===== src/hdl/exec_pkg.sv =====
/* shared widths, ALU/branch encodings and exception codes of the execute unit.
   exception codes 1 to 6 come from earlier stages and are never produced here */
package exec_pkg;

    // data path and address width
    localparam int XLEN = 32;

    // sequential PC step, one 32-bit instruction
    localparam int INSTR_BYTES = 4;

    typedef logic [XLEN-1:0] word_t;
    typedef logic [4:0]      reg_idx_t;
    typedef logic [25:0]     instr_idx_t;

    // register written by jump-and-link
    localparam reg_idx_t LINK_REG = 5'd31;

    // ALU operations, codes 10..15 unused
    typedef enum logic [3:0] {
        ALU_ADD = 4'd0,
        ALU_SUB = 4'd1,
        ALU_AND = 4'd2,
        ALU_OR  = 4'd3,
        ALU_XOR = 4'd4,
        ALU_NOR = 4'd5,
        ALU_SLL = 4'd6,
        ALU_SRL = 4'd7,
        ALU_SRA = 4'd8,
        ALU_LUI = 4'd9
    } alu_func_t;

    // branch kinds, the and-link conditional forms are not separate here
    typedef enum logic [3:0] {
        BR_NONE = 4'd0,
        BR_J    = 4'd1,
        BR_JAL  = 4'd2,
        BR_JR   = 4'd3,
        BR_JALR = 4'd4,
        BR_BEQ  = 4'd5,
        BR_BNE  = 4'd6,
        BR_BGEZ = 4'd7,
        BR_BLTZ = 4'd8,
        BR_BLEZ = 4'd9,
        BR_BGTZ = 4'd10
    } br_kind_t;

    // exception cause codes
    typedef enum logic [3:0] {
        EXC_NONE        = 4'd0,
        EXC_IA_MISALIGN = 4'd1,
        EXC_IMMU_MISS   = 4'd2,
        EXC_SYSCALL     = 4'd3,
        EXC_UNIMP       = 4'd4,
        EXC_BREAK       = 4'd5,
        EXC_PRIV        = 4'd6,
        EXC_OVERFLOW    = 4'd7
    } exc_code_t;

endpackage

===== src/hdl/exec_unit.sv =====
/* execute unit top, two-cycle latency with one item per cycle throughput.
   o_redirect asks upstream to refetch from o_br_target */
module exec_unit
    import exec_pkg::*;
(
    input  logic       clk,
    input  logic       i_rst_n,
    // upstream handshake
    input  logic       i_valid,
    output logic       o_ready,
    // operands
    input  word_t      i_pc,
    input  word_t      i_da,
    input  word_t      i_db,
    input  word_t      i_imm,
    input  instr_idx_t i_instr_idx,
    // ALU controls
    input  alu_func_t  i_alu_func,
    input  logic       i_alu_imm,
    input  logic       i_shift_imm,
    input  logic       i_slt,
    input  logic       i_slt_signed,
    input  logic       i_link,
    input  logic       i_allow_ovf,
    // register and branch fields
    input  reg_idx_t   i_target_reg,
    input  br_kind_t   i_br_kind,
    input  word_t      i_pred_pc,
    // status from earlier stages
    input  exc_code_t  i_exc_in,
    input  logic       i_canceled,
    // downstream handshake
    output logic       o_valid,
    input  logic       i_ready,
    // results
    output word_t      o_result,
    output reg_idx_t   o_target_reg,
    output word_t      o_br_target,
    output logic       o_redirect,
    output exc_code_t  o_exc,
    output logic       o_canceled
);

    // stage-1 load strobe from the merge control
    logic     s1_advance;
    // stage-1 path results
    word_t    s1_result;
    reg_idx_t s1_target_reg;
    logic     s1_overflow;
    word_t    s1_br_target;
    logic     s1_mispredict;

    alu_path u_alu (
        .clk          (clk),
        .i_rst_n      (i_rst_n),
        .i_advance    (s1_advance),
        .i_pc         (i_pc),
        .i_da         (i_da),
        .i_db         (i_db),
        .i_imm        (i_imm),
        .i_alu_func   (i_alu_func),
        .i_alu_imm    (i_alu_imm),
        .i_shift_imm  (i_shift_imm),
        .i_slt        (i_slt),
        .i_slt_signed (i_slt_signed),
        .i_link       (i_link),
        .i_allow_ovf  (i_allow_ovf),
        .i_target_reg (i_target_reg),
        .o_result     (s1_result),
        .o_target_reg (s1_target_reg),
        .o_overflow   (s1_overflow)
    );

    branch_resolve u_branch (
        .clk          (clk),
        .i_rst_n      (i_rst_n),
        .i_advance    (s1_advance),
        .i_pc         (i_pc),
        .i_da         (i_da),
        .i_db         (i_db),
        .i_imm        (i_imm),
        .i_pred_pc    (i_pred_pc),
        .i_instr_idx  (i_instr_idx),
        .i_br_kind    (i_br_kind),
        .o_br_target  (s1_br_target),
        .o_mispredict (s1_mispredict)
    );

    result_merge u_merge (
        .clk             (clk),
        .i_rst_n         (i_rst_n),
        .i_valid         (i_valid),
        .i_ready         (i_ready),
        .o_ready         (o_ready),
        .o_valid         (o_valid),
        .o_advance       (s1_advance),
        .i_canceled      (i_canceled),
        .i_exc_in        (i_exc_in),
        .i_s1_result     (s1_result),
        .i_s1_target_reg (s1_target_reg),
        .i_s1_overflow   (s1_overflow),
        .i_s1_mispredict (s1_mispredict),
        .i_s1_br_target  (s1_br_target),
        .o_result        (o_result),
        .o_br_target     (o_br_target),
        .o_target_reg    (o_target_reg),
        .o_redirect      (o_redirect),
        .o_canceled      (o_canceled),
        .o_exc           (o_exc)
    );

endmodule


===== src/hdl/result_merge.sv =====
/* valid/ready control of both stages and the output register.
   cancel masks overflow and redirect but the item still leaves the unit */
module result_merge
    import exec_pkg::*;
(
    input  logic      clk,
    input  logic      i_rst_n,
    input  logic      i_valid,
    input  logic      i_ready,
    output logic      o_ready,
    output logic      o_valid,
    output logic      o_advance,
    input  logic      i_canceled,
    input  exc_code_t i_exc_in,
    input  word_t     i_s1_result,
    input  reg_idx_t  i_s1_target_reg,
    input  logic      i_s1_overflow,
    input  logic      i_s1_mispredict,
    input  word_t     i_s1_br_target,
    output word_t     o_result,
    output word_t     o_br_target,
    output reg_idx_t  o_target_reg,
    output logic      o_redirect,
    output logic      o_canceled,
    output exc_code_t o_exc
);

    logic      s1_valid;
    logic      s1_canceled;
    exc_code_t s1_exc_in;
    logic      s1_move;
    logic      out_load;
    logic      ovf_taken;

    // output register is free, or its item leaves this edge
    assign s1_move = !o_valid || i_ready;

    // room in stage 1 when empty or when it can hand off
    assign o_ready = !s1_valid || s1_move;

    // paths load on every accepted item
    assign o_advance = i_valid && o_ready;

    // stage 1 holds a real item that moves on
    assign out_load = s1_valid && s1_move;

    always_ff @(posedge clk) begin
        if (!i_rst_n) begin
            s1_valid <= 1'b0;
            o_valid  <= 1'b0;
        end else begin
            // with room, stage 1 takes whatever is offered
            if (o_ready) begin
                s1_valid <= i_valid;
            end
            // output register follows stage 1 when it may move
            if (s1_move) begin
                o_valid <= s1_valid;
            end
        end
    end

    // stage-1 copies of the status fields
    always_ff @(posedge clk) begin
        if (o_advance) begin
            s1_canceled <= i_canceled;
            s1_exc_in   <= i_exc_in;
        end
    end

    // overflow wins over earlier codes, but only for live items
    assign ovf_taken = i_s1_overflow && !s1_canceled;

    // output register, held while downstream stalls
    always_ff @(posedge clk) begin
        if (out_load) begin
            o_result     <= i_s1_result;
            o_target_reg <= i_s1_target_reg;
            o_br_target  <= i_s1_br_target;
            o_redirect   <= i_s1_mispredict && !s1_canceled;
            o_canceled   <= s1_canceled;
            o_exc        <= ovf_taken ? EXC_OVERFLOW : s1_exc_in;
        end
    end

endmodule


===== src/hdl/branch_resolve.sv =====
/* stage-1 branch resolution against the predicted next PC.
   i_imm is taken as already sign-extended to XLEN by the decoder */
module branch_resolve
    import exec_pkg::*;
(
    input  logic       clk,
    input  logic       i_rst_n,
    input  logic       i_advance,
    input  word_t      i_pc,
    input  word_t      i_da,
    input  word_t      i_db,
    input  word_t      i_imm,
    input  word_t      i_pred_pc,
    input  instr_idx_t i_instr_idx,
    input  br_kind_t   i_br_kind,
    output word_t      o_br_target,
    output logic       o_mispredict
);

    word_t seq_pc;
    word_t jump_pc;
    word_t cond_pc;
    word_t target_d;
    logic  da_zero;
    logic  da_neg;
    logic  da_eq_db;
    logic  taken;
    logic  mispredict_d;

    // fall-through address, no delay slot
    assign seq_pc = i_pc + INSTR_BYTES;

    // region jump keeps the top 4 bits of the branch's own PC
    assign jump_pc = {i_pc[XLEN-1:XLEN-4], i_instr_idx, 2'b00};

    // word offset relative to the next instruction
    assign cond_pc = seq_pc + {i_imm[XLEN-3:0], 2'b00};

    // condition flags on rs, and rs against rt
    assign da_zero  = (i_da == '0);
    assign da_neg   = i_da[XLEN-1];
    assign da_eq_db = (i_da == i_db);

    always_comb begin
        case (i_br_kind)
            BR_BEQ:  taken = da_eq_db;
            BR_BNE:  taken = !da_eq_db;
            BR_BGEZ: taken = !da_neg;
            BR_BLTZ: taken = da_neg;
            BR_BLEZ: taken = da_neg | da_zero;
            BR_BGTZ: taken = !da_neg && !da_zero;
            default: taken = 1'b0;
        endcase
    end

    // target select, unconditional kinds first
    always_comb begin
        case (i_br_kind)
            BR_J, BR_JAL:   target_d = jump_pc;
            // register jumps go to rs as is
            BR_JR, BR_JALR: target_d = i_da;
            default:        target_d = taken ? cond_pc : seq_pc;
        endcase
    end

    // a not-taken branch still mispredicts if the predictor guessed taken
    assign mispredict_d = (i_br_kind != BR_NONE) && (target_d != i_pred_pc);

    always_ff @(posedge clk) begin
        if (i_advance) begin
            o_br_target <= target_d;
        end
    end

    // mispredict flag, cleared at reset
    always_ff @(posedge clk) begin
        if (!i_rst_n) begin
            o_mispredict <= 1'b0;
        end else if (i_advance) begin
            o_mispredict <= mispredict_d;
        end
    end

endmodule


===== src/hdl/alu_path.sv =====
/* stage-1 ALU path, result and target register registered on i_advance.
   overflow is raised for ADD/SUB only and is not masked by cancel here */
module alu_path
    import exec_pkg::*;
(
    input  logic      clk,
    input  logic      i_rst_n,
    input  logic      i_advance,
    input  word_t     i_pc,
    input  word_t     i_da,
    input  word_t     i_db,
    input  word_t     i_imm,
    input  alu_func_t i_alu_func,
    input  logic      i_alu_imm,
    input  logic      i_shift_imm,
    input  logic      i_slt,
    input  logic      i_slt_signed,
    input  logic      i_link,
    input  logic      i_allow_ovf,
    input  reg_idx_t  i_target_reg,
    output word_t     o_result,
    output reg_idx_t  o_target_reg,
    output logic      o_overflow
);

    word_t    op_a;
    word_t    op_b;
    word_t    sum;
    word_t    diff;
    word_t    alu_out;
    word_t    result_d;
    logic     add_ovf;
    logic     sub_ovf;
    logic     alu_ovf;
    logic     lt_signed;
    logic     lt_unsigned;
    reg_idx_t target_d;

    // operand A is the shamt field for immediate shifts
    assign op_a = i_shift_imm ? {{(XLEN-5){1'b0}}, i_imm[10:6]} : i_da;
    assign op_b = i_alu_imm ? i_imm : i_db;

    assign sum  = op_a + op_b;
    assign diff = op_a - op_b;

    // signed overflow when operand signs agree and the result sign differs
    assign add_ovf = (op_a[XLEN-1] == op_b[XLEN-1]) && (sum[XLEN-1] != op_a[XLEN-1]);
    // for subtract the operand signs must differ
    assign sub_ovf = (op_a[XLEN-1] != op_b[XLEN-1]) && (diff[XLEN-1] != op_a[XLEN-1]);

    always_comb begin
        alu_ovf = 1'b0;
        case (i_alu_func)
            ALU_ADD: begin
                alu_out = sum;
                alu_ovf = add_ovf;
            end
            ALU_SUB: begin
                alu_out = diff;
                alu_ovf = sub_ovf;
            end
            ALU_AND: alu_out = op_a & op_b;
            ALU_OR:  alu_out = op_a | op_b;
            ALU_XOR: alu_out = op_a ^ op_b;
            ALU_NOR: alu_out = ~(op_a | op_b);
            // shifts move operand B by the low 5 bits of operand A
            ALU_SLL: alu_out = op_b << op_a[4:0];
            ALU_SRL: alu_out = op_b >> op_a[4:0];
            ALU_SRA: alu_out = word_t'($signed(op_b) >>> op_a[4:0]);
            // upper immediate, low half cleared
            ALU_LUI: alu_out = {i_imm[15:0], 16'h0000};
            default: alu_out = '0;
        endcase
    end

    // comparators work on the selected operands, like the ALU
    assign lt_signed   = $signed(op_a) < $signed(op_b);
    assign lt_unsigned = op_a < op_b;

    // output mux with link first, then set-less-than, then ALU
    always_comb begin
        if (i_link) begin
            result_d = i_pc + INSTR_BYTES;
        end else if (i_slt) begin
            result_d = {{(XLEN-1){1'b0}}, i_slt_signed ? lt_signed : lt_unsigned};
        end else begin
            result_d = alu_out;
        end
    end

    // jal/jalr always write r31
    assign target_d = i_link ? LINK_REG : i_target_reg;

    // payload of the stage-1 register
    always_ff @(posedge clk) begin
        if (i_advance) begin
            o_result     <= result_d;
            o_target_reg <= target_d;
        end
    end

    // overflow flag of the stage-1 register
    always_ff @(posedge clk) begin
        if (!i_rst_n) begin
            o_overflow <= 1'b0;
        end else if (i_advance) begin
            o_overflow <= i_allow_ovf & alu_ovf;
        end
    end

endmodule


===== config.mk =====
export PLATFORM = sky130hd
export DESIGN_NAME = exec_unit
export DESIGN_NICKNAME = d
export VERILOG_FILES = /design/src/hdl/exec_pkg.sv /design/src/hdl/exec_unit.sv /design/src/hdl/result_merge.sv /design/src/hdl/branch_resolve.sv /design/src/hdl/alu_path.sv
export SDC_FILE = /design/constraint.sdc
export NUM_CORES = 1
export LEC_CHECK = 0
export ABC_AREA = 1
export BUFFER_PORTS_ARGS = -buffer_cell sky130_fd_sc_hd__buf_2
export CAP_MARGIN = 20
export CORE_AREA = 10 10 286 220
export CTS_CLUSTER_DIAMETER = 30
export DETAILED_ROUTE_END_ITERATION = 6
export DIE_AREA = 0 0 296 230
export PLACE_DENSITY_LB_ADDON = 0.3
export SLEW_MARGIN = 20
export SYNTH_ARGS = -nofsm -noshare
export SYNTH_HDL_FRONTEND = slang
export SYNTH_SLANG_ARGS = --single-unit

===== constraint.sdc =====
create_clock -name clk -period 8.8 [get_ports clk]
set_clock_uncertainty 0.2 [all_clocks]
set_input_delay 0.88 -clock clk [delete_from_list [all_inputs] [get_ports clk]]
set_output_delay 0.88 -clock clk [all_outputs]
set_load 0.01 [all_outputs]

==> impl_metrics.csv <==
group,metric,value,unit
floorplanning,io_pins,291,
cells_and_area,instances_no_fill,4198,
yosys,syn_area,19830,sq um
setup_path,regToRegSetupSlack,6.26,ns
hold_path,min_to,"u_merge.o_br_target[28]",
clocking,post_cts_buffers,0,
clocking,hold_buffers,0,
route,vias,23720,
clocking,cts-root-buf,"clkbuf_16",
setup_path,startpoint_type,"primary input",
place,io_buffers,290,
pwr,p_per_area,132.6,nW/um^2
yosys,synth_seq_cells,153,
setup_path,worstPathArrival,5.38,ns
sta,setup-violations-final,0,
route,drcViolationCount,0,
setup_path,crit_path_end_kind,"flip-flop",
hold_path,hold_class,"flip-flop to flip-flop",
yosys,ys_warn_count,0,
run,maxCapViolCount,0,
sta,max_clock_freq,185.5,MHz
clocking,clockBufferDepth,2,
sta,worst_pin_slew,1.052,ns
sta,fin_crit,5.390,ns
route,initialDrtViolationCount,3812,
route,vias_per_cell,5.649,
place,gp_congestion,1.079,
floorplanning,die_y,230,microns
yosys,synth_edf_count,149,
clocking,tritoncts,"built",
yosys,synthCells,3209,
setup_path,crit_required,8.79,ns
route,finalWirelength,108400,microns
cells_and_area,syn2layout_area_growth,14.20,%
global_routing,grt_busiest_layer,"met1",
setup_path,crit_type,"primary input to flip-flop",
cells_and_area,drive_above_1_share,0.1303,
setup_path,cp_max_fo,45,
yosys,synth-seq-area-share,0.2297,
yosys,synthArstFlopShare,0,
sta,fin_tns_setup,0,ns
route,ant_nets,0,
status,status,"finished clean",
global_routing,antenna_found_initial,6,
sta,slew_headroom,0.2920,
global_routing,grt_usage,0.3040,
pwr,peakVddDrop,0.0001297,V
global_routing,use_met3,0.1043,
floorplanning,dieArea,68080,sq um
floorplanning,rows,76,
route,first_pass_iters,6,
global_routing,grt_pass1_vias,21100,
yosys,avgSynthCellArea,6.179,sq um
yosys,yosys_most_used_dff,"edfxtp_1",
setup_path,rr_endpoint,"u_branch.o_br_target[15]",
global_routing,grt_max_degree,76,
cells_and_area,stdcell_area,22650,sq um
clocking,cts.clk_slew.worst_paths,0.07,ns
pwr,p_leak,11.31,nW
sta,timing.final.crit_share,0.6125,
cells_and_area,nets,3789,
place,place_area,22000,sq um
sta,grt_setup_unrepaired,"no",
floorplanning,die_w,296,microns
clocking,clkLatencyLatePin,0.43,ns
clocking,cts_max_level,4,
route,routedWlPerCell,25.81,microns
hold_path,hold_depth,0,
place,dp.cells,4163,
sta,final_hold_viol_count,0,
global_routing,globalRouteOverflowTotal,0,
pwr,finalPower,3.004,mW
sta,final-max-slew-violation-count,0,
clocking,cts.sinks,153,
global_routing,grt_use_met1,0.4613,
setup_path,r2r-start,"u_merge.o_valid",
clocking,cts_resized,0,
global_routing,use_met2,0.4052,
global_routing,grt_pass1_wl,151400,microns
hold_path,min_from,"u_branch.o_br_target[28]",
place,hpwl,90380,microns
floorplanning,core,56960,sq um
setup_path,reg2regPathDepth,4,
floorplanning,initial_utilization,0.3481,
yosys,synth.distinct_cells,71,
yosys,synth_nets,3557,
clocking,cts-buffers-inserted,17,
cells_and_area,finish.utilization,0.3976,
worst max-delay path: stages:
cell and delay (ns):
buf_2 0.64, inv_2 0.19, or2_1 0.27, o21ai_2 0.05, buf_4 0.45, inv_2 0.43, ha_1 0.37, a21oi_1 0.18
o21ai_0 0.16, nand3_1 0.10, nand2_1 0.07, nor2_1 0.16, o21ai_2 0.11, a21boi_0 0.36, o21ai_1 0.19, nand2_1 0.10
nand2_1 0.08, o21ai_0 0.20, o2111ai_1 0.15, nand2_1 0.10, nand2_1 0.07
synthesized netlist by cell type (7+ instances only):
cell / count / share of area
o2111ai_1: 14 / 0.0062
nand3_1: 256 / 0.065
nor3_1: 30 / 0.0076
o211ai_1: 29 / 0.011
inv_1: 471 / 0.089
inv_2: 18 / 0.0034
or2_2: 16 / 0.0050
nand3b_1: 16 / 0.0061
edfxtp_1: 149 / 0.23
a2111oi_0: 8 / 0.0035
buf_6: 9 / 0.0051
buf_2: 35 / 0.0088
a21oi_1: 191 / 0.048
buf_4: 8 / 0.0030
a21o_1: 7 / 0.0027
o221ai_1: 10 / 0.0044
a221oi_1: 19 / 0.0084
xnor2_1: 32 / 0.014
o21ai_0: 209 / 0.053
o21a_1: 13 / 0.0049
o21ai_1: 53 / 0.013
xor2_1: 33 / 0.015
ha_1: 131 / 0.083
o22ai_1: 21 / 0.0066
nand2_1: 937 / 0.18
nor2_1: 263 / 0.050
a31oi_1: 27 / 0.0085
o31ai_1: 9 / 0.0034
nand4_1: 28 / 0.0088
clkbuf_1: 68 / 0.013
cell families (layout without fill, tap and decap cells):
kind of cell    Yosys count  after routing  share of synthesized area
compound gates          653            653                     0.1938
xor+xnor                 69             69                    0.03199
fa+ha+maj               134            134                    0.08569
buf+inv                 616            861                     0.1237
flops                   153            153                     0.2297
mux                       2              2                   0.001010
other cells               0              3                          0
simple gates           1582           1582                     0.3341
routing by layer:
layer,up-vias,share of wire
met5,-,0.00025
met1,11090,0.46
met2,1471,0.38
li1,11040,-
met4,4,0.018
met3,117,0.14
area by class of cell:
class / instances / area, sq um
Multi-Input combinational cell: 2440 / 12860
Tap cell: 741 / 927.1
Clock buffer: 17 / 425.4
Sequential cell: 153 / 4554
Timing Repair Buffer: 339 / 1819
Inverter: 490 / 1839
Fill cell: 6247 / 34310
Clock inverter: 15 / 209.0
Antenna cell: 3 / 7.507
per-stage QoR:
| stage | hold slack, ns | setup slack, ns |
|---|---|---|
| 2_1_floorplan | 0.2003 | 3.511 |
| 3_5_place_dp | 0.2045 | 3.090 |
| 4_1_cts | 0.2135 | 3.537 |
| 6_report | 0.2140 | 3.410 |
| 5_1_grt | 0.2194 | 3.080 |
| 3_3_place_gp | 0.2010 | 3.159 |
cell usage in the layout (no fill, tap or decap), drive strengths merged, types with 3 or more instances in the layout:
cell type	n
o31ai	9
o21a	13
o21ai	269
a21oi	192
fa	3
clkbuf	17
diode	3
nand4	28
o22ai	22
o2111ai	14
dfxtp	4
bufinv	3
o211ai	29
buf	339
a221oi	19
o221ai	10
a31oi	27
nor2	271
a22o	3
nand2	944
ha	131
nor4	6
clkinv	5
a32o	3
nor3	32
a22oi	3
nand3b	17
xor2	34
nand3	259
a2111oi	9
a21boi	6
a21o	7
or2	20
inv	496
edfxtp	149
xnor2	35
a211oi	6
power breakdown:
group	switching, mW	internal, mW	total [mW]	leakage [nW]
registers	0.0159	0.867	0.883	1.47
logic	0.960	0.367	1.33	9.53
clock network	0.334	0.460	0.794	0.308
worst max path at each step:
| stage | from | endpoint | slack, ns | cells after the start |
|---|---|---|---|---|
| 2_1_floorplan | i_ready | u_merge.o_br_target[0] | 3.51 | 2 |
| 5_1_grt | i_shift_imm | u_alu.o_result[26] | 3.08 | 21 |
| 4_1_cts | i_shift_imm | u_alu.o_result[10] | 3.54 | 17 |
| 3_5_place_dp | i_shift_imm | u_alu.o_result[10] | 3.09 | 17 |
| 6_report | i_shift_imm | u_alu.o_result[26] | 3.41 | 21 |
| 3_3_place_gp | i_shift_imm | u_alu.o_result[10] | 3.16 | 17 |
Note: power is estimated with default switching activity, not from simulation.
